**src/verilog/spriteRegPkg.sv**
```systemverilog
`default_nettype none

package spriteRegPkg;

   localparam int apbAddrBits = 8;
   localparam int apbDataBits = 32;

   localparam logic [apbAddrBits-1:0] regCtrl    = 8'h00;
   localparam logic [apbAddrBits-1:0] regPos     = 8'h04;
   localparam logic [apbAddrBits-1:0] regPixAddr = 8'h08;
   localparam logic [apbAddrBits-1:0] regPixData = 8'h0C; // write only

   localparam int ctrlWidth     = 16;                      // used bits of regCtrl
   localparam int ctrlEnBit     = 0;
   localparam int ctrlAutoBit   = 1;
   localparam int ctrlSelLsb    = 4;
   localparam int frameSelWidth = 2;
   localparam int ctrlPeriodLsb = 8;
   localparam int periodWidth   = ctrlWidth - ctrlPeriodLsb;

   localparam int posWidth = 10;                           // posX and posY
   localparam int posXLsb  = 0;
   localparam int posYLsb  = 16;

   localparam int pixColLsb   = 0;
   localparam int pixRowLsb   = 7;
   localparam int pixFrameLsb = 16;
   localparam int pixDataBit  = 0;                         // pixel value in regPixData

endpackage

`default_nettype wire

```
**src/verilog/spriteOutput.sv**
```systemverilog
`timescale 1ns/1ps
`default_nettype none

module spriteOutput #(
   parameter int numFrames = 4
) (
   input  wire                                    clk,
   input  wire                                    rst,
   input  wire  [numFrames-1:0]                   framePixels,
   input  wire  [spriteRegPkg::frameSelWidth-1:0] activeFrame,
   input  wire                                    enable,
   input  wire                                    inBounds,
   input  wire                                    validIn,
   output logic                                   pixelOn,
   output logic                                   pixelValid
);

   logic inBoundsDly;   // lines up with the frame store output
   logic validDly;
   logic selPixel;

   assign selPixel = framePixels[activeFrame];

   always_ff @(posedge clk) begin
      if (rst) begin
         inBoundsDly <= 1'b0;
         validDly    <= 1'b0;
      end else begin
         inBoundsDly <= inBounds;
         validDly    <= validIn;
      end
   end

   // frame select and enable act on whatever sample is in this stage
   always_ff @(posedge clk) begin
      if (rst) begin
         pixelOn    <= 1'b0;
         pixelValid <= 1'b0;
      end else begin
         pixelOn    <= validDly && inBoundsDly && enable && selPixel;
         pixelValid <= validDly;
      end
   end

endmodule

`default_nettype wire

```
**config.mk**
```make
export PLATFORM = sky130hd
export DESIGN_NAME = spriteOutput
export DESIGN_NICKNAME = d
export VERILOG_FILES = /design/src/verilog/spriteRegPkg.sv /design/src/verilog/spriteOutput.sv
export SDC_FILE = /design/constraint.sdc
export NUM_CORES = 1
export LEC_CHECK = 0
export ABC_AREA = 1
export BUFFER_PORTS_ARGS = -buffer_cell sky130_fd_sc_hd__buf_4
export CAP_MARGIN = 20
export CELL_PAD_IN_SITES_DETAIL_PLACEMENT = 1
export CELL_PAD_IN_SITES_GLOBAL_PLACEMENT = 2
export CORE_AREA = 2 2 39 41
export CTS_CLUSTER_SIZE = 24
export DETAILED_ROUTE_END_ITERATION = 12
export DIE_AREA = 0 0 41 43
export GPL_TIMING_DRIVEN = 1
export PLACE_DENSITY_LB_ADDON = 0.1
export SETUP_SLACK_MARGIN = 0.1
export SLEW_MARGIN = 20
export SYNTH_ARGS = -nofsm -noshare
export SYNTH_HDL_FRONTEND = slang
export SYNTH_SLANG_ARGS = --single-unit
export TNS_END_PERCENT = 1
```
**constraint.sdc**
```tcl
create_clock -name clk -period 1 [get_ports clk]
set_input_delay 0.1 -clock clk [delete_from_list [all_inputs] [get_ports clk]]
set_output_delay 0.1 -clock clk [all_outputs]
set_load 0.005 [all_outputs]
```
---- After elaboration in Yosys (flattened, before gate mapping) ----
Index checks and enable logic that the tools add are counted.
storage, ports and cells
  register bits ........................... 4
cells by class
  order comparisons ....................... 1
  mux-type cells .......................... 2
  reduce and logical (&&, ||, !) cells .... 3
operators with widths
  cell                number
  $logic_and 1x1->1   3
  $lt 2x3->1 const B  1
  $bmux 1 s2          1
  $mux 1              1

---- Logic depth before layout (Yosys ltp) ----
  word-level depth ........................ 3
  mapped depth ............................ 5

---- Worst setup path after synthesis ----
No wires, ideal clock.
  kind .................................... register -> register
  start ................................... reg inBoundsDly
  end ..................................... reg pixelOn
  library setup time ...................... 62 ps
  arrival ................................. 534 ps
  required time ........................... 938 ps
  setup slack ............................. 404 ps
  cell stages (with the launch flop) ...... 5
  buffers on the path ..................... 0
  period minus slack after synthesis ...... 596 ps
  cell sequence ........................... dfxtp_1 -> nand2_1 -> nor2_2 -> nand2_1 -> nor2_2
on the way
  longest elaborated chain between the ends .. 3
ends and longest elaborated chain
  what                            line                RTL
  start, declared                 spriteOutput.sv:18  logic inBoundsDly;
  start signal, assigned          spriteOutput.sv:29  inBoundsDly <= inBounds;
  $logic_and 1x1->1 (3 in a row)  spriteOutput.sv:40  pixelOn <= validDly && inBoundsDly && enable && selPixel;
  end signal, assigned            spriteOutput.sv:40
  end, declared                   spriteOutput.sv:14  output logic pixelOn,
Every way passes these cells.
A chain may end at the register's enable or synchronous reset.

---- Worst setup path in the final report ----
  start ................................... reg pixelOn
  end ..................................... out pixelOn
No word-level cell between the ends.

==> impl_metrics.tcl <==
set metrics [dict create \
    seqPwrFrac_pct 40.1 \
    worst-path-buf-inv 1 \
    busiest_layer "met3" \
    syn_area_per_cell_um2 6.71 \
    p_int_uw 335 \
    grt_pass1_wl_um 621 \
    firstDrtPassIters 1 \
    crit_family "flip-flops" \
    fmax_mhz 1340 \
    max_cap_violations 0 \
    cts_resized 0 \
    start_kind "register" \
    cp_cell_sequence "buf_4" \
    yosysWarnings 0 \
    total_power_uw 420 \
    dp_hpwl_um 327 \
    rows 14 \
    sw_frac_of_total_pct 20.2 \
    relSlewSlack_pct 91.4 \
    cts.reportedPaths.clkPinSlew_ns 0.04 \
    die-area_mm2 0.00176 \
    cts_made_buffers 3 \
    n_antenna_cell 0 \
    cts_hold_buf 0 \
    synth_nets 36 \
    p_per_area_mw_per_mm2 1400 \
    met3_usage_pct 7.85 \
    clockPowerShare_pct 46.9 \
    cts-root-buf "clkbuf_4" \
    cts_sinks 4 \
    postCtsSetupRepairBufs 0 \
    cp_slowest_cell "dfxtp_1" \
    drive_gt1_share_pct 47.5 \
    share_comb_of_total_power_pct 13.1 \
    hold_depth 2 \
    p_leak_nw 0.172 \
    grt_pass1_vias 171 \
    cp_data_arrival_time_ns 0.65 \
    use_met1_pct 5.73 \
    clockBufferDepth 2 \
    tritoncts "done" \
    die_w_um 41 \
    globalplace.congestion 0.522 \
    viasPerCell 3.34 \
    min_path_type "in2reg" \
    rr_worst_depth 4 \
    yosysSeqAreaShare_pct 47.8 \
    setup_tns_ns 0 \
    fin_nets 53 \
    routedWlPerCell_um 6.79 \
    initial_core_util_pct 12.1 \
    outcome "finished, final reports clean" \
    grt_start_max_net_pins 5 \
    setup-violations-final 0 \
    slowest_delay_ns 0.29 \
    grt-ovfl-total 0 \
    path_class "reg2out" \
    ant_nets 0 \
    cp.required_ns 0.90 \
    crit_path_end_kind "output port" \
    rsz0062_at_grt "no" \
    skew_ns 0.00328 \
    drtIter0Drc 0 \
    dieHeight_um 43 \
    syn_inst 25 \
    final-hold-violation-count 0 \
    path_depth 1 \
    switchingPower_uw 85.0 \
    pin_count 13 \
    coreArea_mm2 0.00138 \
    areaGrowthSynthToFinish_pct 79.1 \
    slew_violations 0 \
    use_met2_pct 6.88 \
    drcViolationCount 0 \
    ys_seq_elements 4 \
    ctsHtreeMaxLevel 1 \
    clk_latency_ns 0.23 \
    ir_drop_uv 746 \
    synthDistinctLibCells 8 \
    period_minus_slack_ns 0.745 \
    grt_use_total_pct 6.11 \
    cp_max_fo 1 \
    routed_wl_um 380 \
    antenna_found_initial 0 \
    io_buffers 12 \
    worst_slew_pin_slew_ns 0.129 \
    layout_worst_path_cycle_share_pct 74.5 \
    vias 187 \
    synth_area_um2 168 \
]
==> layer usage <==
layer	up-vias	wire [um]
li1	100	-
met3	0	48
met2	10	207
met1	77	124
met4	0	0
met5	-	0
==> area by class of cell <==
cell class / count / area, um^2
fillers: 180 / 1080
repair buffers: 12 / 90.1
flip-flops and latches: 4 / 80.1
multi-input cells: 14 / 61.3
inverters: 7 / 26.3
clock buffers: 3 / 22.5
well taps: 16 / 20.0
==> flip-flops by register name (all words and copies together), names as in the netlist <==
name	cells
inBoundsDly	1
pixelValid	1
pixelOn	1
validDly	1
==> final timing paths <==
check                            from                      to  slack (ns)
setup / recovery   pixelOn$_SDFF_PP0_                 pixelOn        0.25
hold / removal                    rst  inBoundsDly$_SDFF_PP0_        0.04
setup reg to reg  validDly$_SDFF_PP0_      pixelOn$_SDFF_PP0_        0.38
hold reg to reg   validDly$_SDFF_PP0_   pixelValid$_SDFF_PP0_        0.45
==> Yosys cell counts (all sizes together) <==
cell type	n	area (um^2)
inv	7	26.3
nand2	7	28.8
dfxtp	4	80.1
nor2	6	27.5
nand3	1	5.00
==> metrics by stage <==
stage | utilization (%) | cells | worst slack, ns | instance area (um^2) | hold WS, ns
finish | 21.7 | 56 | 0.255 | 300 | 0.0449
global route | 21.7 | 56 | 0.227 | 300 | 0.0467
CTS | 21.7 | 56 | 0.241 | 300 | 0.0363
detailed placement | 20.1 | 53 | 0.368 | 278 | 0.286
global placement | 20.1 | 53 | 0.381 | 278 | 0.280
floorplan | - | 25 | 0.404 | 168 | 0.171
==> power groups by stage <==
stage | logic [mW] | clock network, mW | registers (mW)
after CTS | 0.0565 | 0.210 | 0.168
final | 0.0549 | 0.197 | 0.168
after global routing | 0.0631 | 0.223 | 0.169
after detailed placement | 0.0563 | 0 | 0.171
after global placement | 0.0548 | 0 | 0.171
after floorplan | 0.0174 | 0 | 0.171
==> cells by family after synthesis <==
kind of cell	Yosys count	synth area share (%)
simple gates	14	36.6
buf+inv	7	15.7
flops	4	47.8
==> layout by cell type, fill, tap and decap left out <==
cell type   n
nand3_1     1
nand2_1     6
nor2_2      2
inv_1       6
nor2_1      4
dfxtp_1     4
clkbuf_4    3
buf_4      12
nand2_2     1
inv_2       1
No activity file was read; power rests on OpenSTA's default activity.
