## src/verilog/spriteGeomPkg.sv

```systemverilog
`default_nettype none

package spriteGeomPkg;

   localparam int spriteSide = 128;                // frame width and height in pixels
   localparam int sideBits   = $clog2(spriteSide); // one row or column index
   localparam int addrBits   = 2 * sideBits;       // 14 bits for a whole frame
   localparam int coordBits  = 10;                 // beam and sprite position
   localparam int frameDepth = 1 << addrBits;      // 16K pixels per frame

   typedef struct packed {
      logic [sideBits-1:0] row;
      logic [sideBits-1:0] col;
   } pixelRc_t;

   // same 14 bits read as a memory index or as row and column
   typedef union packed {
      logic [addrBits-1:0] linear;
      pixelRc_t            rc;
   } pixelAddr_u;

endpackage

`default_nettype wire

```

## src/verilog/frameScanner.sv

```systemverilog
`timescale 1ns/1ps
`default_nettype none

module frameScanner (
   input  wire                                 clk,
   input  wire                                 rst,
   input  wire  [spriteGeomPkg::coordBits-1:0] beamX,
   input  wire  [spriteGeomPkg::coordBits-1:0] beamY,
   input  wire                                 beamValid,
   input  wire  [spriteGeomPkg::coordBits-1:0] posX,
   input  wire  [spriteGeomPkg::coordBits-1:0] posY,
   output spriteGeomPkg::pixelAddr_u           rdAddr,
   output logic                                rdEn,
   output logic                                inBounds,
   output logic                                validOut
);
   import spriteGeomPkg::*;

   logic [coordBits:0] diffX;   // top bit set when the beam is left of the sprite
   logic [coordBits:0] diffY;   // top bit set when the beam is above the sprite
   logic               hitX;
   logic               hitY;
   logic               hit;

   assign diffX = {1'b0, beamX} - {1'b0, posX};
   assign diffY = {1'b0, beamY} - {1'b0, posY};

   assign hitX = !diffX[coordBits] && (diffX[coordBits-1:0] < spriteSide);
   assign hitY = !diffY[coordBits] && (diffY[coordBits-1:0] < spriteSide);
   assign hit  = hitX && hitY;

   always_ff @(posedge clk) begin
      if (rst) begin
         rdEn     <= 1'b0;
         inBounds <= 1'b0;
         validOut <= 1'b0;
      end else begin
         rdEn     <= beamValid && hit;   // memory only reads inside the box
         inBounds <= hit;
         validOut <= beamValid;
      end
   end

   // low bits of the offsets are the sprite row and column
   always_ff @(posedge clk) begin
      rdAddr.rc.row <= diffY[sideBits-1:0];
      rdAddr.rc.col <= diffX[sideBits-1:0];
   end

endmodule

`default_nettype wire

```

## config.mk

```make
export PLATFORM = sky130hd
export DESIGN_NAME = frameScanner
export DESIGN_NICKNAME = d
export VERILOG_FILES = /design/src/verilog/spriteGeomPkg.sv /design/src/verilog/frameScanner.sv
export SDC_FILE = /design/constraint.sdc
export NUM_CORES = 1
export LEC_CHECK = 0
export BUFFER_PORTS_ARGS = -buffer_cell sky130_fd_sc_hd__buf_2
export CAP_MARGIN = 20
export CORE_MARGIN = 2
export CORE_UTILIZATION = 45
export DETAILED_ROUTE_END_ITERATION = 6
export PLACE_DENSITY = 0.85
export SYNTH_ARGS = -nofsm -noshare
export SYNTH_HDL_FRONTEND = slang
export SYNTH_SLANG_ARGS = --single-unit
```

## constraint.sdc

```tcl
create_clock -name clk -period 3.4 [get_ports clk]
set_clock_uncertainty 0.15 [all_clocks]
set_input_delay 0.51 -clock clk [delete_from_list [all_inputs] [get_ports clk]]
set_output_delay 0.51 -clock clk [all_outputs]
set_load 0.02 [all_outputs]
```

Word level (Yosys, flattened, before mapping)
Cells that the tools add are included.
{"block": "totals", "reg_bits": 17, "latch_bits": 0, "mem_bits_rw": 0, "mem_bits_ro": 0, "input_bits": 43, "output_inout_bits": 17, "elab_cells": 14, "mem_count": 0}
{"block": "op_classes", "add_sub_neg": 2, "multipliers": 0, "n_div": 0, "order_cmp": 2, "eq_ne": 0, "shift": 0, "n_mux": 0, "bitwise_logic": 0, "n_reduce_logical": 6}
{"cell": "subtractor 10 x 10 -> 11 bit", "count": 2}
{"cell": "less-than comparator 10 x 8 -> 1 bit, second input constant", "count": 2}
{"cell": "logical AND 1 bit", "count": 4}
{"cell": "zero test 1 bit", "count": 2}

Longest topological paths before layout
{"block": "depth", "ltp_word": 5, "depth_mapped": 10, "ltp_nobuf": 10}

Least setup slack after synthesis
OpenSTA, ideal clock, no wires.
{"block": "synth_path", "path_kind": "in2reg", "from": "input port beamY[0] (netlist name)", "to": "register inBounds", "setup_time_ns": 0.087, "arrival_time_ns": 2.501, "t_required_ns": 3.163, "slack_ns": 0.662, "cell_stages": 10, "n_path_buf": 0, "path_cell_list": "inv_1 -> ha_1 -> inv_1 -> fa_1 -> a21oi_4 -> o22ai_2 -> o2111ai_2 -> o2111ai_1 -> or4b_4 -> nor4_4"}
{"block": "synth_via", "elab_chain_len": 4, "word_cells_on_any_way": 5, "classes_between": "add/sub: 1; order compare: 1; reduce/logical: 3"}
{"item": "start: declaration", "line_no": "frameScanner.sv:8", "source": "input wire [spriteGeomPkg::coordBits-1:0] beamY,"}
{"item": "subtractor 10 x 10 -> 11 bit *", "line_no": "frameScanner.sv:26", "source": "assign diffY = {1'b0, beamY} - {1'b0, posY};"}
{"item": "less-than comparator 10 x 8 -> 1 bit / zero test 1 bit (equally long branches)", "line_no": "frameScanner.sv:29", "source": "assign hitY = !diffY[coordBits] && (diffY[coordBits-1:0] < spriteSide);"}
{"item": "logical AND 1 bit *", "line_no": "frameScanner.sv:29"}
{"item": "logical AND 1 bit *", "line_no": "frameScanner.sv:30", "source": "assign hit = hitX && hitY;"}
{"item": "end signal: assignment", "line_no": "frameScanner.sv:39", "source": "inBounds <= hit;"}
{"item": "end: declaration", "line_no": "frameScanner.sv:14", "source": "output logic inBounds,"}
Every way passes the cells marked *; elsewhere a longest branch is shown, timed or not.
A chain may end at the register's enable or synchronous reset.

Final worst setup path
{"block": "layout_path", "from": "input port beamX[0] (netlist name)", "to": "register inBounds"}
{"block": "layout_via", "elab_chain_len": 4, "word_cells_on_any_way": 5, "classes_between": "add/sub: 1; order compare: 1; reduce/logical: 3"}
{"item": "start: declaration", "line_no": "frameScanner.sv:7", "source": "input wire [spriteGeomPkg::coordBits-1:0] beamX,"}
{"item": "subtractor 10 x 10 -> 11 bit *", "line_no": "frameScanner.sv:25", "source": "assign diffX = {1'b0, beamX} - {1'b0, posX};"}
{"item": "less-than comparator 10 x 8 -> 1 bit / zero test 1 bit (equally long branches)", "line_no": "frameScanner.sv:28", "source": "assign hitX = !diffX[coordBits] && (diffX[coordBits-1:0] < spriteSide);"}
{"item": "logical AND 1 bit *", "line_no": "frameScanner.sv:28"}
{"item": "logical AND 1 bit *", "line_no": "frameScanner.sv:30"}
Marks and branches as above.

==> run_summary.xml <==
<?xml version="1.0" encoding="UTF-8"?>
<metrics>
  <group name="run_status">
    <metric name="run_status" unit="">completed</metric>
  </group>
  <group name="clock_network">
    <metric name="hold_buf_cts" unit="">0</metric>
    <metric name="cts-root-to-sink-buffers" unit="">2</metric>
    <metric name="htree_num_levels" unit="">1</metric>
    <metric name="cts_root_buffer" unit="">sky130_fd_sc_hd__clkbuf_4</metric>
    <metric name="cts.reportedPaths.clkPinSlew" unit="ns">0.09</metric>
    <metric name="clock_sink_count" unit="">17</metric>
    <metric name="post-cts-setup-buffers" unit="">0</metric>
    <metric name="post_cts_resized" unit="">0</metric>
    <metric name="cts_buffers" unit="">3</metric>
    <metric name="tritoncts" unit="">yes</metric>
  </group>
  <group name="timing">
    <metric name="tightest_slew" unit="ns">0.7212</metric>
    <metric name="hold_violations_final" unit="">0</metric>
    <metric name="finalHoldWorstSlack" unit="ns">0.2820</metric>
    <metric name="final_tns_setup" unit="ns">0</metric>
    <metric name="rsz0062_at_grt" unit="">false</metric>
    <metric name="timing.final.crit_period" unit="ns">2.713</metric>
    <metric name="setup_viol" unit="">0</metric>
    <metric name="final_critical_path_setup_slack" unit="ns">0.6873</metric>
    <metric name="slew_headroom" unit="">0.5068</metric>
    <metric name="number_of_pins_exceeding_their_max_slew_limit_in_the_final_report" unit="">0</metric>
    <metric name="final.period_utilization" unit="">0.7979</metric>
    <metric name="maxClockFrequency" unit="MHz">368.6</metric>
  </group>
  <group name="routing">
    <metric name="drt_pass1_iterations" unit="">4</metric>
    <metric name="post_drt_antenna_nets" unit="">0</metric>
    <metric name="num_vias" unit="">1312</metric>
    <metric name="viasPerCell" unit="">4.841</metric>
    <metric name="dr.first_iter.drc_count" unit="">13</metric>
    <metric name="drc_errors" unit="">0</metric>
    <metric name="post_drt_wl_per_cell" unit="um">9.900</metric>
    <metric name="route.final.wire_length" unit="um">2683</metric>
  </group>
  <group name="place">
    <metric name="dpl_worst_slack" unit="ns">0.4090</metric>
    <metric name="place.port_buffers" unit="">59</metric>
    <metric name="detailed_place.area" unit="mm2">0.001760</metric>
    <metric name="dp_cells" unit="">267</metric>
    <metric name="place_congestion" unit="">0.8445</metric>
    <metric name="dp_hpwl" unit="um">2319</metric>
  </group>
  <group name="synth">
    <metric name="yosysMostFrequentCell" unit="">sky130_fd_sc_hd__inv_1</metric>
    <metric name="synth_fa_ha_area_frac" unit="">0.2042</metric>
    <metric name="xor_and_xnor_fraction_of_the_mapped_netlist_area" unit="">0.06778</metric>
    <metric name="ys.flop_type" unit="">sky130_fd_sc_hd__dfxtp_1</metric>
    <metric name="synth-compound-area-share" unit="">0.2025</metric>
    <metric name="synth.top_cells.by_count" unit="">sky130_fd_sc_hd__inv_1, sky130_fd_sc_hd__ha_1, sky130_fd_sc_hd__dfxtp_1</metric>
    <metric name="synth_simple_gate_area_share" unit="">0.1893</metric>
    <metric name="mappedNetlistArea" unit="mm2">0.001421</metric>
    <metric name="synth-seq-area-share" unit="">0.2394</metric>
    <metric name="syn-num-nets" unit="">230</metric>
    <metric name="synth-edff-count" unit="">0</metric>
    <metric name="yosysUniqueCellTypes" unit="">44</metric>
    <metric name="dominant_combinational_cell_family_by_area_after_synthesis" unit="">adder cells</metric>
    <metric name="asyncSetResetFlopFracSynth" unit="">0</metric>
    <metric name="synth_mux_area_frac" unit="">0.007042</metric>
    <metric name="postSynthCellCount" unit="">165</metric>
    <metric name="avgSynthCellArea" unit="um2">8.614</metric>
    <metric name="yosys.area.top_type_share" unit="">0.2394</metric>
    <metric name="ys_warn_count" unit="">0</metric>
    <metric name="synth_top_area_cell" unit="">sky130_fd_sc_hd__dfxtp_1</metric>
    <metric name="post_synth_main_area_contributors" unit="">sky130_fd_sc_hd__dfxtp_1, sky130_fd_sc_hd__ha_1, sky130_fd_sc_hd__inv_1</metric>
    <metric name="yosys_register_bits" unit="">17</metric>
  </group>
  <group name="grt">
    <metric name="grt_start_max_net_pins" unit="">10</metric>
    <metric name="grt_remaining_overflow" unit="">0</metric>
    <metric name="grt_pass1_wl" unit="um">4278</metric>
    <metric name="number_of_global_route_vias_before_repair" unit="">1091</metric>
    <metric name="antenna_violations_before_repair" unit="">0</metric>
    <metric name="grt_usage" unit="">0.1546</metric>
  </group>
  <group name="worst_setup_path">
    <metric name="path_max_fanout" unit="">3</metric>
    <metric name="timing.critical_path.required" unit="ns">3.45</metric>
    <metric name="crit_type" unit="">in -&gt; reg</metric>
    <metric name="timing.critical_path.to_type" unit="">flip-flop</metric>
    <metric name="critPathBufInv" unit="">3</metric>
    <metric name="timing.critical_path.slowest_stage_cell" unit="">sky130_fd_sc_hd__a2111oi_0</metric>
    <metric name="critPathLaunchType" unit="">input pin</metric>
    <metric name="critPathTopFamily" unit="">compound AO/OA/AOI/OAI gates</metric>
    <metric name="timing.critical_path.cells" unit="">buf_2 &gt; inv_1 &gt; ha_1 &gt; inv_1 &gt; fa_1 &gt; a21oi_1 &gt; o22a_1 &gt; nor3_1 &gt; a2111oi_0 &gt; nand2_1 &gt; nor4_4</metric>
    <metric name="worst_ep_arrival_time" unit="ns">2.77</metric>
    <metric name="cell_type_with_the_highest_occurrence_count_on_the_critical_path" unit="">sky130_fd_sc_hd__inv_1</metric>
    <metric name="cp_slowest_stage_delay" unit="ns">0.67</metric>
  </group>
  <group name="floorplan">
    <metric name="floorplan.initialDensity" unit="">0.4694</metric>
    <metric name="floorplan_die_width" unit="um">60.20</metric>
    <metric name="row_count" unit="">20</metric>
    <metric name="floorplan.io_pins" unit="">60</metric>
    <metric name="placeableCoreArea" unit="mm2">0.003028</metric>
    <metric name="floorplan.die_area" unit="mm2">0.003624</metric>
    <metric name="overall_die_height" unit="um">60.20</metric>
  </group>
  <group name="layout">
    <metric name="layout-drive-gt1-share" unit="">0.3304</metric>
    <metric name="post_layout_nonfiller_instances" unit="">271</metric>
    <metric name="insertedDiodeCount" unit="">0</metric>
    <metric name="finish.net_count" unit="">293</metric>
    <metric name="area.growth.synth_to_final" unit="%">25.70</metric>
    <metric name="postLayoutCellArea" unit="mm2">0.001787</metric>
  </group>
  <group name="min_path">
    <metric name="min_to" unit="">inBounds</metric>
    <metric name="worst_hold_path.num_cells" unit="">2</metric>
    <metric name="timing.hold.worst.start" unit="">rst</metric>
    <metric name="hold_path_class" unit="">in -&gt; reg</metric>
  </group>
  <group name="power_and_ir_drop">
    <metric name="static_leakage_power" unit="nW">0.9461</metric>
    <metric name="powerDensity" unit="mW/mm2">354.1</metric>
    <metric name="vdd_drop_max" unit="V">0.0001412</metric>
  </group>
  <group name="job">
    <metric name="maxCapViolCount" unit="">0</metric>
  </group>
</metrics>
## metrics by stage
stage	utilization	total power, mW
2_1_floorplan	-	0.4533
3_3_place_gp	0.5814	0.5305
3_5_place_dp	0.5814	0.5365
4_1_cts	0.5901	0.6387
5_1_grt	0.5901	0.6813
6_report	0.5901	0.6327
## power by group
part           leakage [nW]  internal, mW  total, mW  switching [mW]
Sequential            0.143         0.233      0.239         0.00658
Combinational         0.789         0.124      0.292           0.168
Clock                0.0150        0.0456      0.101          0.0559
Total                 0.946         0.402      0.633           0.230
## how the worst max path moves through the flow
stage / from / slack, ns / endpoint / cells past startpoint
final: beamX[0] / 0.69 / inBounds / 11
after global routing: beamY[0] / 0.52 / inBounds / 11
after CTS: beamX[0] / 0.71 / inBounds / 11
after detailed placement: beamY[0] / 0.41 / inBounds / 11
after global placement: beamY[0] / 0.50 / inBounds / 11
after floorplan: beamY[0] / 0.66 / inBounds / 10
## layout make-up
| type | count | area [um2] |
|---|---|---|
| Fill cell | 292 | 1241 |
| Clock buffer | 4 | 26.28 |
| Multi-Input combinational cell | 116 | 953.4 |
| Inverter | 31 | 116.4 |
| Sequential cell | 17 | 340.3 |
| Tap cell | 44 | 55.05 |
| Timing Repair Buffer | 59 | 295.3 |
## sequential cells by signal, indices dropped and copies added, names as in the netlist
register  flops
inBounds      1
rdAddr       14
rdEn          1
validOut      1
## cells by family after synthesis
logic type                 count (synthesis)
and+or+nand+nor                           44
AOI/OAI and AO/OA                         38
buffers and inverters                     32
adders and majority gates                 22
DFF                                       17
xor gates and xnor gates                  11
muxes                                      1
## metal layers
layer | vias up | wire [um] | track usage
met2 | 48 | 1149 | 0.2516
met3 | 5 | 174 | 0.01948
met1 | 562 | 1306 | 0.1982
met5 | - | 0 | 0
met4 | 0 | 53 | 0.07937
li1 | 697 | - | -
## placed cells by master, fill, tap and decap left out, types with 3 or more instances in the layout
master / Yosys / final
sky130_fd_sc_hd__nand2_1: 9 / 9
sky130_fd_sc_hd__a21oi_1: 9 / 9
sky130_fd_sc_hd__nand3_1: 7 / 7
sky130_fd_sc_hd__nor2_1: 8 / 8
sky130_fd_sc_hd__nor2b_1: 4 / 4
sky130_fd_sc_hd__clkbuf_4: 0 / 3
sky130_fd_sc_hd__o2111ai_1: 3 / 3
sky130_fd_sc_hd__a21o_1: 4 / 4
sky130_fd_sc_hd__xor2_1: 3 / 3
sky130_fd_sc_hd__buf_2: 0 / 59
sky130_fd_sc_hd__inv_1: 31 / 31
sky130_fd_sc_hd__o21ai_0: 3 / 3
sky130_fd_sc_hd__dfxtp_1: 17 / 17
sky130_fd_sc_hd__xnor2_1: 8 / 8
sky130_fd_sc_hd__nor3_1: 4 / 4
sky130_fd_sc_hd__ha_1: 20 / 20
(Power assumes the default switching activity.)
