==> config.mk <==
export PLATFORM = sky130hd
export DESIGN_NAME = spriteApbRegs
export DESIGN_NICKNAME = d
export VERILOG_FILES = /design/src/verilog/spriteGeomPkg.sv /design/src/verilog/spriteRegPkg.sv /design/src/verilog/spriteApbRegs.sv
export SDC_FILE = /design/constraint.sdc
export NUM_CORES = 1
export LEC_CHECK = 0
export CORE_ASPECT_RATIO = 0.8
export CORE_MARGIN = 4
export CORE_UTILIZATION = 54
export DETAILED_ROUTE_END_ITERATION = 10
export DONT_BUFFER_PORTS = 1
export GPL_ROUTABILITY_DRIVEN = 0
export PLACE_DENSITY = 0.68
export SETUP_SLACK_MARGIN = 0.5
export SLEW_MARGIN = 20
export SYNTH_ARGS = -nofsm -noshare
export SYNTH_HDL_FRONTEND = slang
export SYNTH_SLANG_ARGS = --single-unit
==> constraint.sdc <==
create_clock -name clk -period 4.1 [get_ports clk]
set_input_delay 0.82 -clock clk [delete_from_list [all_inputs] [get_ports clk]]
set_output_delay 0.82 -clock clk [all_outputs]
set_load 0.005 [all_outputs]
==> src/verilog/spriteGeomPkg.sv <==
`default_nettype none

package spriteGeomPkg;

   localparam int spriteSide = 128;                // frame width and height in pixels
   localparam int sideBits   = $clog2(spriteSide); // one row or column index
   localparam int addrBits   = 2 * sideBits;       // 14 bits for a whole frame
   localparam int coordBits  = 10;                 // beam and sprite position
   localparam int frameDepth = 1 << addrBits;      // 16K pixels per frame

   typedef struct packed {
      logic [sideBits-1:0] row;
      logic [sideBits-1:0] col;
   } pixelRc_t;

   // same 14 bits read as a memory index or as row and column
   typedef union packed {
      logic [addrBits-1:0] linear;
      pixelRc_t            rc;
   } pixelAddr_u;

endpackage

`default_nettype wire

==> src/verilog/spriteRegPkg.sv <==
`default_nettype none

package spriteRegPkg;

   localparam int apbAddrBits = 8;
   localparam int apbDataBits = 32;

   localparam logic [apbAddrBits-1:0] regCtrl    = 8'h00;
   localparam logic [apbAddrBits-1:0] regPos     = 8'h04;
   localparam logic [apbAddrBits-1:0] regPixAddr = 8'h08;
   localparam logic [apbAddrBits-1:0] regPixData = 8'h0C; // write only

   localparam int ctrlWidth     = 16;                      // used bits of regCtrl
   localparam int ctrlEnBit     = 0;
   localparam int ctrlAutoBit   = 1;
   localparam int ctrlSelLsb    = 4;
   localparam int frameSelWidth = 2;
   localparam int ctrlPeriodLsb = 8;
   localparam int periodWidth   = ctrlWidth - ctrlPeriodLsb;

   localparam int posWidth = 10;                           // posX and posY
   localparam int posXLsb  = 0;
   localparam int posYLsb  = 16;

   localparam int pixColLsb   = 0;
   localparam int pixRowLsb   = 7;
   localparam int pixFrameLsb = 16;
   localparam int pixDataBit  = 0;                         // pixel value in regPixData

endpackage

`default_nettype wire

==> src/verilog/spriteApbRegs.sv <==
`timescale 1ns/1ps
`default_nettype none

module spriteApbRegs #(
   parameter int numFrames = 4
) (
   input  wire                                     clk,
   input  wire                                     rst,
   input  wire                                     psel,
   input  wire                                     penable,
   input  wire                                     pwrite,
   input  wire  [spriteRegPkg::apbAddrBits-1:0]    paddr,
   input  wire  [spriteRegPkg::apbDataBits-1:0]    pwdata,
   input  wire                                     frameStart,
   output logic [spriteRegPkg::apbDataBits-1:0]    prdata,
   output logic                                    pready,
   output logic                                    pslverr,
   output logic [spriteGeomPkg::coordBits-1:0]     posX,
   output logic [spriteGeomPkg::coordBits-1:0]     posY,
   output logic                                    enable,
   output logic [spriteRegPkg::frameSelWidth-1:0]  activeFrame,
   output spriteGeomPkg::pixelAddr_u               wrAddr,
   output logic                                    wrData,
   output logic [numFrames-1:0]                    wrEn
);
   import spriteGeomPkg::*;
   import spriteRegPkg::*;

   logic                     access;
   logic                     addrHit;
   logic                     selBad;
   logic                     pixFrameBad;
   logic                     wrAccess;
   logic                     pixWrite;
   logic                     autoAnimate;
   logic [frameSelWidth-1:0] frameSel;
   logic [periodWidth-1:0]   period;
   logic [frameSelWidth-1:0] pixFrame;
   logic [frameSelWidth-1:0] animFrame;
   logic [periodWidth-1:0]   animCount;
   logic [periodWidth-1:0]   animNext;

   assign access  = psel && penable;
   assign addrHit = paddr inside {regCtrl, regPos, regPixAddr, regPixData};

   // frame indices beyond the instantiated stores are refused
   assign selBad      = (paddr == regCtrl) && (pwdata[ctrlSelLsb +: frameSelWidth] >= numFrames);
   assign pixFrameBad = (paddr == regPixAddr) &&
                        (pwdata[pixFrameLsb +: frameSelWidth] >= numFrames);

   assign pready   = access;                        // no wait states
   assign pslverr  = access && (!addrHit || (pwrite && (selBad || pixFrameBad)));
   assign wrAccess = access && pwrite && !pslverr;
   assign pixWrite = wrAccess && (paddr == regPixData);

   assign wrData = pwdata[pixDataBit];

   always_comb begin
      for (int f = 0; f < numFrames; f++) begin
         wrEn[f] = pixWrite && (pixFrame == f); // one hot on the addressed frame
      end
   end

   always_ff @(posedge clk) begin
      if (rst) begin
         enable      <= 1'b0;
         autoAnimate <= 1'b0;
         frameSel    <= '0;
         period      <= '0;
         posX        <= '0;
         posY        <= '0;
         wrAddr      <= '0;
         pixFrame    <= '0;
      end else if (wrAccess) begin
         case (paddr)
            regCtrl: begin
               enable      <= pwdata[ctrlEnBit];
               autoAnimate <= pwdata[ctrlAutoBit];
               frameSel    <= pwdata[ctrlSelLsb +: frameSelWidth];
               period      <= pwdata[ctrlPeriodLsb +: periodWidth];
            end
            regPos: begin
               posX <= pwdata[posXLsb +: posWidth];
               posY <= pwdata[posYLsb +: posWidth];
            end
            regPixAddr: begin
               wrAddr.rc.row <= pwdata[pixRowLsb +: sideBits];
               wrAddr.rc.col <= pwdata[pixColLsb +: sideBits];
               pixFrame      <= pwdata[pixFrameLsb +: frameSelWidth];
            end
            regPixData: wrAddr.linear <= wrAddr.linear + 1'b1; // col carries into row
            default: ;
         endcase
      end
   end

   assign animNext = animCount + 1'b1;

   always_ff @(posedge clk) begin
      if (rst) begin
         animCount <= '0;
         animFrame <= '0;
      end else if (!autoAnimate) begin
         animCount <= '0;
         animFrame <= frameSel;                     // animation starts from the manual frame
      end else if (frameStart) begin
         if (animNext >= period) begin              // period 0 acts as 1
            animCount <= '0;
            animFrame <= (animFrame + 1'b1) & frameSelWidth'(numFrames - 1);
         end else begin
            animCount <= animNext;
         end
      end
   end

   assign activeFrame = autoAnimate ? animFrame : frameSel;

   always_comb begin
      prdata = '0;
      case (paddr)
         regCtrl: begin
            prdata[ctrlEnBit]                     = enable;
            prdata[ctrlAutoBit]                   = autoAnimate;
            prdata[ctrlSelLsb +: frameSelWidth]   = frameSel;
            prdata[ctrlPeriodLsb +: periodWidth]  = period;
         end
         regPos: begin
            prdata[posXLsb +: posWidth] = posX;
            prdata[posYLsb +: posWidth] = posY;
         end
         regPixAddr: begin
            prdata[pixRowLsb +: sideBits]        = wrAddr.rc.row;
            prdata[pixColLsb +: sideBits]        = wrAddr.rc.col;
            prdata[pixFrameLsb +: frameSelWidth] = pixFrame;
         end
         default: prdata = '0;                      // pixel data and holes read zero
      endcase
   end

endmodule

`default_nettype wire

## Word-level counts from Yosys, hierarchy flattened

Cells that the tools add are included.

| storage, ports and cells | value |
|---|---|
| output and inout port bits | 76 |
| bits in registers | 58 |
| input port bits | 46 |

| operators by class | value |
|---|---|
| muxes and demuxes | 15 |
| eq/ne operators | 8 |
| $lt $le $gt $ge | 1 |
| bitwise operators | 1 |
| reduce and logical (&&, ||, !) cells | 21 |
| add/sub/neg operators | 3 |

Operators by type and width:

| operator | count |
|---|---|
| case mux 14 bit (2 select lines) | 1 |
| case mux 2 bit (3 select lines) | 3 |
| equality test 8 x 4 -> 1 bit (second input constant) | 2 |
| 2-to-1 mux 8 bit | 2 |
| adder 14 x 1 -> 14 bit (second input constant) | 1 |
| case mux 2 bit (2 select lines) | 3 |
| 2-to-1 mux 2 bit | 5 |
| AND reduction 2 bit | 5 |
| logical AND 1 bit | 9 |
| adder 8 x 1 -> 8 bit (second input constant) | 1 |
| equality test 8 x 3 -> 1 bit (second input constant) | 1 |
| >= comparator 8 bit | 1 |
| zero test 8 bit | 1 |
| case mux 4 bit (2 select lines) | 1 |
| equality test 2 bit (second input constant) | 2 |
| nonzero test 4 bit | 1 |
| adder 2 x 1 -> 2 bit (second input constant) | 1 |
| equality test 2 x 1 -> 1 bit (second input constant) | 1 |
| zero test 1 bit | 2 |
| zero test 2 bit | 1 |
| inequality test 2 x 1 -> 1 bit (second input constant) | 1 |
| inequality test 2 bit (second input constant) | 1 |
| nonzero test 2 bit | 1 |
| OR reduction 2 bit | 1 |
| NOT 1 bit | 1 |

## Depth between registers and ports, before layout

Gate-level depths: netlist of the first run.

| logic depth | value |
|---|---|
| depth after elaboration | 8 |
| gate-level depth with buffers | 10 |
| depth with buffers taken out | 9 |

## Worst setup path after synthesis of the first run

No wires, ideal clock.

| path | value |
|---|---|
| path kind | input to output |
| start point | input paddr[3] (netlist name) |
| end point | output prdata[17] (netlist name) |
| slack | 1.212 ns |
| cell stages on the path | 6 |
| arrival | 2.068 ns |
| path buffers | 2 |
| required time | 3.280 ns |
| path through | clkbuf_1 inv_1 nor2_1 clkbuf_1 a22oi_1 nor2_1 |

| between the ends | value |
|---|---|
| longest elaborated chain between the ends | 2 |
| elaborated cells on any way between the ends | 3 |
| those cells by class | eq/ne: 2; mux: 1 |

RTL lines:

| what | RTL line | RTL |
|---|---|---|
| from (decl) | spriteApbRegs.sv:12 | `input wire [spriteRegPkg::apbAddrBits-1:0] paddr,` |
| equality test 8 x 4 -> 1 bit or equality test 8 x 3 -> 1 bit (tied branches) | spriteApbRegs.sv:120 | `case (paddr)` |
| case mux 2 bit (2 select lines) * | spriteApbRegs.sv:120 |  |
| to (decl) | spriteApbRegs.sv:15 | `output logic [spriteRegPkg::apbDataBits-1:0] prdata,` |

Every way passes the cells marked *; elsewhere a longest branch is shown, timed or not.

## Final worst setup path of the first run

| path | value |
|---|---|
| start point | input paddr[1] (netlist name) |
| end point | output prdata[10] (netlist name) |

| between the ends | value |
|---|---|
| longest elaborated chain between the ends | 2 |
| elaborated cells on any way between the ends | 3 |
| those cells by class | eq/ne: 1; mux: 1; reduce/logical: 1 |

RTL lines:

| what | RTL line |
|---|---|
| equality test 8 x 4 -> 1 bit or zero test 8 bit (tied branches) | spriteApbRegs.sv:120 |
| case mux 4 bit (2 select lines) * | spriteApbRegs.sv:120 |

Marked as above.

==> results of run 1 <==
## cell families (layout without fill, tap and decap cells)
logic type	Yosys count	count (layout)	share of synthesized area, %
simple gates	194	194	28.4
compound gates	95	95	16.6
flops	58	58	35.1
buf+inv	47	28	6.42
mux	26	26	7.97
fa+ha+maj	10	10	3.78
xor+xnor	6	6	1.59
other cells	1	6	0.113
## metal layers
layer / up-vias / GRT usage [%] / part of all wire, %
li1: 1475 / - / -
met1: 1399 / 29.9 / 45
met2: 97 / 38.4 / 45
met3: 2 / 10.4 / 9.6
met4: 0 / 5.11 / 0.36
met5: - / 0 / 0
## metrics by stage
stage	utilization (%)	hold WS, ns	instance area [µm²]
floorplan	-	0.444	3330
global placement	55.2	0.452	3280
detailed placement	55.2	0.465	3280
CTS	57.8	0.475	3440
global route	57.8	0.499	3440
finish	57.8	0.476	3440
## area by class of cell
cell class / count / area (µm²) / share of cell area (%)
sequential: 58 / 1160 / 33.8
multi-input combinational: 337 / 1960 / 56.9
clock inverter: 3 / 17.5 / 0.510
clock buffer: 11 / 141 / 4.11
timing repair buffer: 2 / 15.0 / 0.437
inverter: 12 / 45.0 / 1.31
tap: 81 / 101 / 2.95
## cell usage after synthesis (all sizes together) (3+ instances only)
library cell / number
nand2: 75
dfxtp: 58
a21oi: 52
nor2: 42
mux2i: 23
nand3: 19
clkbuf: 18
buf: 17
o21ai: 17
and3: 12
inv: 11
nor3: 11
ha: 10
nor4: 7
a22oi: 6
and2: 6
a21o: 5
nand4: 5
or3: 5
a211oi: 4
xnor2: 4
a31oi: 3
mux2: 3
nand3b: 3
nor2b: 3
## how the worst min path moves through the flow
stage	from	endpoint	slack, ns	depth (start not counted)
after floorplan	animCount[7]$_SDFFE_PP0P_	animCount[7]$_SDFFE_PP0P_	0.44	2
after global placement	animCount[7]$_SDFFE_PP0P_	animCount[7]$_SDFFE_PP0P_	0.45	2
after detailed placement	animCount[7]$_SDFFE_PP0P_	animCount[7]$_SDFFE_PP0P_	0.47	2
after CTS	animCount[7]$_SDFFE_PP0P_	animCount[7]$_SDFFE_PP0P_	0.48	2
after global routing	posY[3]$_SDFFE_PP0P_	posY[3]$_SDFFE_PP0P_	0.50	2
final	animCount[7]$_SDFFE_PP0P_	animCount[7]$_SDFFE_PP0P_	0.48	2
## critical path, delay by kind of cell
kind / cells / cell delay (ns)
simple gates: 3 / 1.46
## power groups by stage
| stage | registers [µW] | logic [µW] | clock network, µW |
|---|---|---|---|
| after floorplan | 576 | 40.2 | 0 |
| after global placement | 577 | 26.5 | 0 |
| after detailed placement | 577 | 27.1 | 0 |
| after CTS | 564 | 27.2 | 453 |
| after global routing | 564 | 30.6 | 479 |
| final | 564 | 27.2 | 444 |
## registers in the layout, summed over array words and instances (netlist names)
signal	cells
animCount	8
animFrame	2
autoAnimate	1
enable	1
frameSel	2
period	8
pixFrame	2
posX	10
posY	10
wrAddr	14
==> run metrics, run 1 <==
post-CTS setup buffer count 0; switching share of power 22.7%; H-tree Lvls 3; Hold Crit Class reg -> reg; initial antenna violation count 0; Power Density 301 mW/mm²; vias in the first global route 2797; first-pass GRT wire length 14.0 mm; P_int 800 µW; r2r setup slk 1.41 ns; Logic pwr share 2.6%; io pins 122; Die ar. 0.00746 mm²; cts hold-fix bufs 0; Final TNS setup 0 ns; total CTS buffers 9; site row count 25; Critical Path Start paddr[1]; DRT iter0 DRCs 172; data required time of the worst path 3.28 ns; largest fanout on the critical path 22; outcome completed; Core Region 0.00594 mm²; Die Span X 95.5 µm; Layout Area Growth over Synthesis 3.82%; diode count 0; Clock Latency Late Sink 0.34 ns; CP max stage cell nand2_1; global-route usage over all layers 24.0%; Flop pwr share 54.5%; cell count after synthesis 437; via-per-instance ratio 5.90; Final period util 75.6%; max frequency 0.323 GHz; layout net count 476; Yosys cell types 47; Final Power 1040 µW; GRT overflow 0; mapped cell area 0.00331 mm²; Worst VDD drop 0.241 mV; CP Launch Type primary input; fin cells 504; ys async rst share 0%; Synth top area share 35.1%; CP arrival 2.28 ns; Clock Skews 0.00789 ns; post-cts resize count 0; reg-to-reg critical path endpoint animFrame[0]$_SDFFE_PP0P_; Longest Clk Path Bufs 2; Die Y 78.0 µm; worst setup margin 1.00 ns; commonest non-fill, non-tap cell in the layout nand2_1; Starting Density 55.7%; Crit. End Element primary output; Crit Path Category in -> out; max incr delay on CP 0.58 ns; PortBufs 0; FF-to-FF path depth 9; Slew headroom 37.0%; drt pass-1 iters 4; ANT nets after route 0; yosys warns 0; max-cap viol count 0; WL/cell 17.3 µm; Fillers 572; Synth Register Bits 58; clk sinks 58; Final Slew Violations 0; share of layout cells above drive strength 1 6.15%; Reg clk slew, reported paths 0.06 ns; pre-CTS WS 0.983 ns; commonest cells after routing, fill and taps aside 75 x nand2_1, 58 x dfxtp_1, 51 x a21oi_1; fin crit period 3.10 ns; CP Capture Point prdata[10]; RSZ-0062 raised after global routing no; largest net degree at the start of global routing 52; Mean Syn Cell Area 7.58 µm²; Least-Margin Pin Slew 0.942 ns; Vias 2973; EDFF count, synth 0; CTS tree built; NetSw 236 µW; HPWL after DPL 6.21 mm; clock power share 42.9%; Post-Place Cells 490; # DRC 0; final hold violations 0; CP Cell Sequence nor4_1, nand2_1, nor3_1; count of final setup violators 0; most common flop cell mapped by yosys dfxtp_1; Reg-to-Reg Start animCount[0]$_SDFFE_PP0P_; Yosys top cell by area dfxtp_1; Seq/Total Area, Yosys 35.1%; routed wire length 8.69 mm; dominant cells by area after synthesis dfxtp_1 35%, nand2_1 8.5%, a21oi_1 7.7%; Static Leak 0.00125 µW; CTS Root Cell clkbuf_8
Note: power is estimated with default switching activity, not from simulation.
==> run 2: changes to the inputs <==
- ABC_AREA: not set -> 1
- clock period: 4.1 -> 3 ns (I/O delays scaled with it)
==> run metrics, run 2 <==
Least-Margin Pin Slew 0.558 ns (-0.384 ns); cell count after synthesis 618 (+41%); Longest Clk Path Bufs 2 (unchanged); HPWL after DPL 8.01 mm (+29%); footprint of the multi-input gates 0.00199 mm² (+1.7%); CP Launch Type primary input; Synth Register Bits 58 (unchanged); RSZ-0062 raised after global routing no; DRT iter0 DRCs 284 (+65%); Worst VDD drop 0.280 mV (+16%); site row count 27 (+8.0%); diode count 0 (unchanged); mapped cell area 0.00381 mm² (+15%); GRT overflow 0 (unchanged); routed wire length 10.7 mm (+23%); Critical Path Start paddr[7]; Hold Crit Class in -> reg; Regs by FF count wrAddr: 14 flops, posX: 10 flops, posY: 10 flops; commonest cells in the netlist 147 x nand2_1, 130 x inv_1, 76 x nor2_1; via-per-instance ratio 5.46 (-7.5%); Yosys cell types 34 (-28%); dominant cells by area after synthesis dfxtp_1 30%, nand2_1 14%, inv_1 13%; commonest non-fill, non-tap cell in the layout nand2_1; Register Area 0.00116 mm² (unchanged); Slew headroom 62.5% (+26 points); ys async rst share 0% (unchanged); Die Span X 102 µm (+6.7%); Clock Skews 0.00321 ns (-0.00468 ns); Core Region 0.00686 mm² (+15%); Mean Syn Cell Area 6.17 µm² (-19%); fin crit period 2.38 ns; initial antenna violation count 0 (unchanged); CTS Root Cell clkbuf_8; commonest cells after routing, fill and taps aside 147 x nand2_1, 130 x inv_1, 75 x nor2_1; final hold violations 0 (unchanged); largest net degree at the start of global routing 34 (-35%); reg-to-reg critical path endpoint animCount[5]$_SDFFE_PP0P_; Vias 3876 (+30%); yosys warns 0 (unchanged); max-cap viol count 0 (unchanged); Hold Path Stages 1 (-1); Fillers 667 (+17%); WHS 0.329 ns (-0.146 ns); largest fanout on the critical path 7 (-68%); vias in the first global route 3485 (+25%); CP Capture Point prdata[0]; Layout Area Growth over Synthesis 6.76%; Top reg by flops wrAddr; global-route usage over all layers 25.1% (+1.1 points); Final period util 79.3%; EDFF count, synth 0 (unchanged); most common flop cell mapped by yosys dfxtp_1; first-pass GRT wire length 17.0 mm (+21%); Seq/Total Area, Yosys 30.5% (-4.6 points); layout net count 675 (+42%); Starting Density 55.6% (-0.13 points); Final TNS setup 0 ns (unchanged); most frequent cell after synthesis nand2_1; Crit Path Category in -> out; CTS tree built; clk sinks 58 (unchanged); Yosys top cell by area dfxtp_1; # DRC 0 (unchanged); Clock Latency Late Sink 0.33 ns (about the same); H-tree Lvls 3 (unchanged); Die ar. 0.00847 mm² (+14%); total CTS buffers 9 (unchanged); ANT nets after route 0 (unchanged); max reg flops 14 (unchanged); Final Slew Violations 0 (unchanged); count of final setup violators 0 (unchanged); WL/cell 15.1 µm (-13%); Crit. End Element primary output; share of layout cells above drive strength 1 7.87% (+1.7 points); Die Y 83.1 µm (+6.5%); Reg-to-Reg Start animCount[0]$_SDFFE_PP0P_; PortBufs 0 (unchanged); FF-to-FF path depth 11 (+2); Synth top area share 30.5% (-4.6 points); r2r setup slk 0.77 ns (-0.64 ns); outcome completed; Power Density 380 mW/mm² (+26%); Static Leak 0.00196 µW (+57%); drt pass-1 iters 6 (+2); CP arrival 1.78 ns (-0.50 ns); io pins 122 (unchanged); data required time of the worst path 2.40 ns (-0.88 ns); Reg clk slew, reported paths 0.07 ns (about the same); max frequency 0.420 GHz
## run 2: changes by cell type in the layout (fill, tap and decap cells not counted), moves of 22 or more
cell     before  now
mux2i_1      23    0
nor2_1       42   75
inv_1        11  130
nand2_1      75  147
a21oi_1      51   29
nand4_1       4   35
## run 2: through the flow
step	power, µW	util (%)	instances	area, µm²	worst slack [ns]
finish	1550	59.3	710	4070	0.622
global route	1620	59.3	710	4070	0.501
CTS	1560	58.6	705	4020	0.535
detailed placement	854	55.7	689	3820	0.432
global placement	853	55.7	689	3820	0.459
floorplan	846	-	623	3830	0.830
## run 2: cell families after synthesis
group / count (synthesis) / synth area share (%)
other: 1 / 0.0984
AOI/OAI and AO/OA: 68 / 10.0
adders and majority gates: 10 / 3.28
xor gates and xnor gates: 7 / 1.61
and+or+nand+nor: 306 / 35.9
DFF: 58 / 30.5
buffers and inverters: 168 / 18.5
## run 2: what timing repair did
| item | in CTS | in global routing |
|---|---|---|
| pin swaps | 1 | 2 |
| gates resized for setup | 1 | 3 |
| gates cloned | 1 | 0 |
| hold buffers | 0 | 0 |
| setup endpoints to repair | 4 | 12 |
| setup buffers | 0 | 5 |
## run 2: cell type report
type | count | area share (%)
sequential | 58 | 28.5
clock buffer | 12 | 3.57
inverter | 139 | 12.9
tap | 87 | 2.68
clock inverter | 3 | 0.984
multi-input combinational | 398 | 48.9
timing repair buffer | 13 | 2.40
## run 2: worst min path at each step
stage / endpoint / slack [ns] / startpoint
6_report: pixFrame[0]$_SDFFE_PP0P_ / 0.33 / rst
5_1_grt: wrAddr[1]$_SDFFE_PP0P_ / 0.30 / rst
4_1_cts: wrAddr[1]$_SDFFE_PP0P_ / 0.31 / rst
3_5_place_dp: animCount[7]$_SDFFE_PP0P_ / 0.47 / animCount[7]$_SDFFE_PP0P_
3_3_place_gp: animCount[7]$_SDFFE_PP0P_ / 0.47 / animCount[7]$_SDFFE_PP0P_
2_1_floorplan: animCount[7]$_SDFFE_PP0P_ / 0.46 / animCount[7]$_SDFFE_PP0P_
## run 2: routing by layer
metal	GRT usage (%)	wire, µm	up-vias
li1	-	-	1906
met1	33.6	4530	1733
met2	37.9	4470	218
met3	9.74	1520	19
met4	6.20	179	0
met5	0	0	-
## run 2: critical path: stages
cell,delay [ns]
nor2_1,0.12
nand3_2,0.17
nor2_4,0.18
buf_4,0.13
nand2_1,0.20
o221ai_1,0.37
## run 2: report_power, final
group          internal (µW)  switching [µW]
clock network            400             307
logic                   18.1            52.6
registers                770           0.371
total                   1190             360
==> run 3: changes to the inputs <==
- PLACE_DENSITY: 0.68 -> 0.71
- clock period: 3 -> 1.99 ns (I/O delays scaled with it)
==> run metrics, run 3 (synthesized netlist as in run 2, its figures left out) <==
clk sinks 58 (unchanged); Crit Path Category reg -> reg; ANT nets after route 0 (unchanged); global-route usage over all layers 29.6% (+4.5 points); max frequency 0.447 GHz; diode count 0 (unchanged); CP max stage cell dfxtp_4; drt pass-1 iters 7 (+1); Core Region 0.00686 mm² (unchanged); Worst VDD drop 0.316 mV (+13%); outcome finished, violations left; Fillers 438 (-34%); Longest Clk Path Bufs 2 (unchanged); max-cap viol count 0 (unchanged); GRT overflow 0 (unchanged); worst setup margin -0.248 ns (-0.870 ns); WL/cell 19.4 µm (+29%); Register Area 0.00120 mm² (+3.3%); largest net degree at the start of global routing 36 (+5.9%); Die Span X 102 µm (unchanged); Top reg by flops wrAddr; count of final setup violators 10 (+10); Crit. End Element flip-flop; final hold violations 0 (unchanged); # DRC 0 (unchanged); commonest cells after routing, fill and taps aside 108 x nand2_1, 104 x inv_1, 48 x nor2_1; Clock Skews 0.00987 ns (+0.00666 ns); cell family with most CP delay simple AND/OR/NAND/NOR gates; Vias 4456 (+15%); site row count 27 (unchanged); max reg flops 14 (unchanged); Die Y 83.1 µm (unchanged); CTS tree built; max incr delay on CP 0.38 ns (about the same); largest fanout on the critical path 8 (+1); CTS Root Cell clkbuf_8; io pins 122 (unchanged); commonest non-fill, non-tap cell in the layout nand2_1; layout net count 714 (+5.8%); footprint of the multi-input gates 0.00283 mm² (+42%); data required time of the worst path 2.25 ns (-0.15 ns); initial antenna violation count 0 (unchanged); Clock Latency Late Sink 0.35 ns (+0.02 ns); PortBufs 0 (unchanged); total CTS buffers 9 (unchanged); Final Slew Violations 0 (unchanged); Hold Crit Class in -> reg; failing checks setup timing; HPWL after DPL 8.31 mm (+3.7%); Final period util 112%; vias in the first global route 3925 (+13%); RSZ-0062 raised after global routing yes; fin crit period 2.24 ns; via-per-instance ratio 5.95 (+9.0%); Starting Density 55.6% (unchanged); most frequent cell on the critical path nand2_1; share of layout cells above drive strength 1 35.0% (+27 points); Layout Area Growth over Synthesis 44.5%; cts hold-fix bufs 0 (unchanged); Reg clk slew, reported paths 0.07 ns (about the same); Die ar. 0.00847 mm² (unchanged); Crit path buffers/inverters 1 (unchanged); Power Density 446 mW/mm² (+17%); first-pass GRT wire length 19.7 mm (+16%); CP arrival 2.50 ns (+0.72 ns); Static Leak 0.00241 µW (+23%); DRT iter0 DRCs 392 (+38%); Regs by FF count wrAddr: 14 flops, posX: 10 flops, posY: 10 flops; routed wire length 14.5 mm (+36%); H-tree Lvls 3 (unchanged); CP Launch Type flip-flop; Finished Core Util 80.3% (+21 points); pre-CTS WS -0.151 ns (-0.583 ns); CP Cell Sequence nand2_1, nor2_1, nand2_2, xnor2_2, ha_1, nand2_1, inv_1, nor2_1, o21a_1, nand2_2, nor2_4, nand2_1, a21oi_1
[run 3: changes by cell type in the layout (fill, tap and decap cells not counted), moves of 8 or more]
cell,previous run,this run
nand2_1,147,108
buf_6,0,13
dfxtp_1,58,43
buf_4,13,28
o22ai_4,0,8
inv_2,7,28
nand2_4,1,24
nand2_2,2,15
o22ai_1,8,0
nor2_1,75,48
nor2_4,3,23
dfxtp_4,0,8
inv_1,130,104
[run 3: path summary, 6_finish.rpt]
| kind | from | endpoint | slack [ns] | cells past startpoint |
|---|---|---|---|---|
| worst min-delay path | rst | wrAddr[3]$_SDFFE_PP0P_ | 0.10 | 1 |
| worst max-delay path | animCount[3]$_SDFFE_PP0P_ | animCount[1]$_SDFFE_PP0P_ | -0.25 | 13 |
| worst max register to register | animCount[3]$_SDFFE_PP0P_ | animCount[1]$_SDFFE_PP0P_ | -0.25 | 13 |
| worst min register to register | animCount[6]$_SDFFE_PP0P_ | animCount[6]$_SDFFE_PP0P_ | 0.50 | 2 |
[run 3: repair_timing]
action                                  CTS  global route
pin swaps                                19            48
resized for setup                        80           131
setup buffers                            15            13
cloned                                    2             3
endpoints found under the setup margin   49            85
[run 3: cell type report]
| type | instances | share of cell area, % |
|---|---|---|
| multi-input combinational | 398 | 51.4 |
| timing repair buffer | 52 | 10.8 |
| clock inverter | 2 | 0.636 |
| tap | 87 | 1.98 |
| clock buffer | 13 | 3.07 |
| sequential | 58 | 21.8 |
| inverter | 139 | 10.3 |
[run 3: power by group]
group          internal [µW]  total, µW  switching [µW]
Combinational           45.5        151             105
Sequential              1150       1150           0.706
Clock                    673       1150             482
Total                   1870       2460             588
[run 3: worst register-to-register path: stages, from the launching register on]
cell and delay (ns):
dfxtp_4 0.38, nand2_1 0.06, nor2_1 0.14, nand2_2 0.09, xnor2_2 0.15, ha_1 0.33, nand2_1 0.08, inv_1 0.03
nor2_1 0.10, o21a_1 0.16, nand2_2 0.10, nor2_4 0.25, nand2_1 0.11, a21oi_1 0.17
[run 3: stage by stage]
step	instance area, µm²	hold WS, ns	std cells	setup TNS, ns	power (µW)
6_report	5510	0.103	749	-1.74	2460
5_1_grt	5510	0.0959	749	-3.09	2540
2_1_floorplan	4140	0.458	623	0	1290
3_5_place_dp	4180	0.477	701	-1.02	1300
3_3_place_gp	4180	0.470	701	-0.161	1300
4_1_cts	4930	0.107	733	-0.333	2460
[run 3: metal layers]
metal	wire length, µm	vias up	track usage [%]
li1	-	2011	-
met1	5150	2038	35.9
met2	6720	326	47.3
met3	1960	81	11.3
met4	725	0	10.7
met5	0	-	0
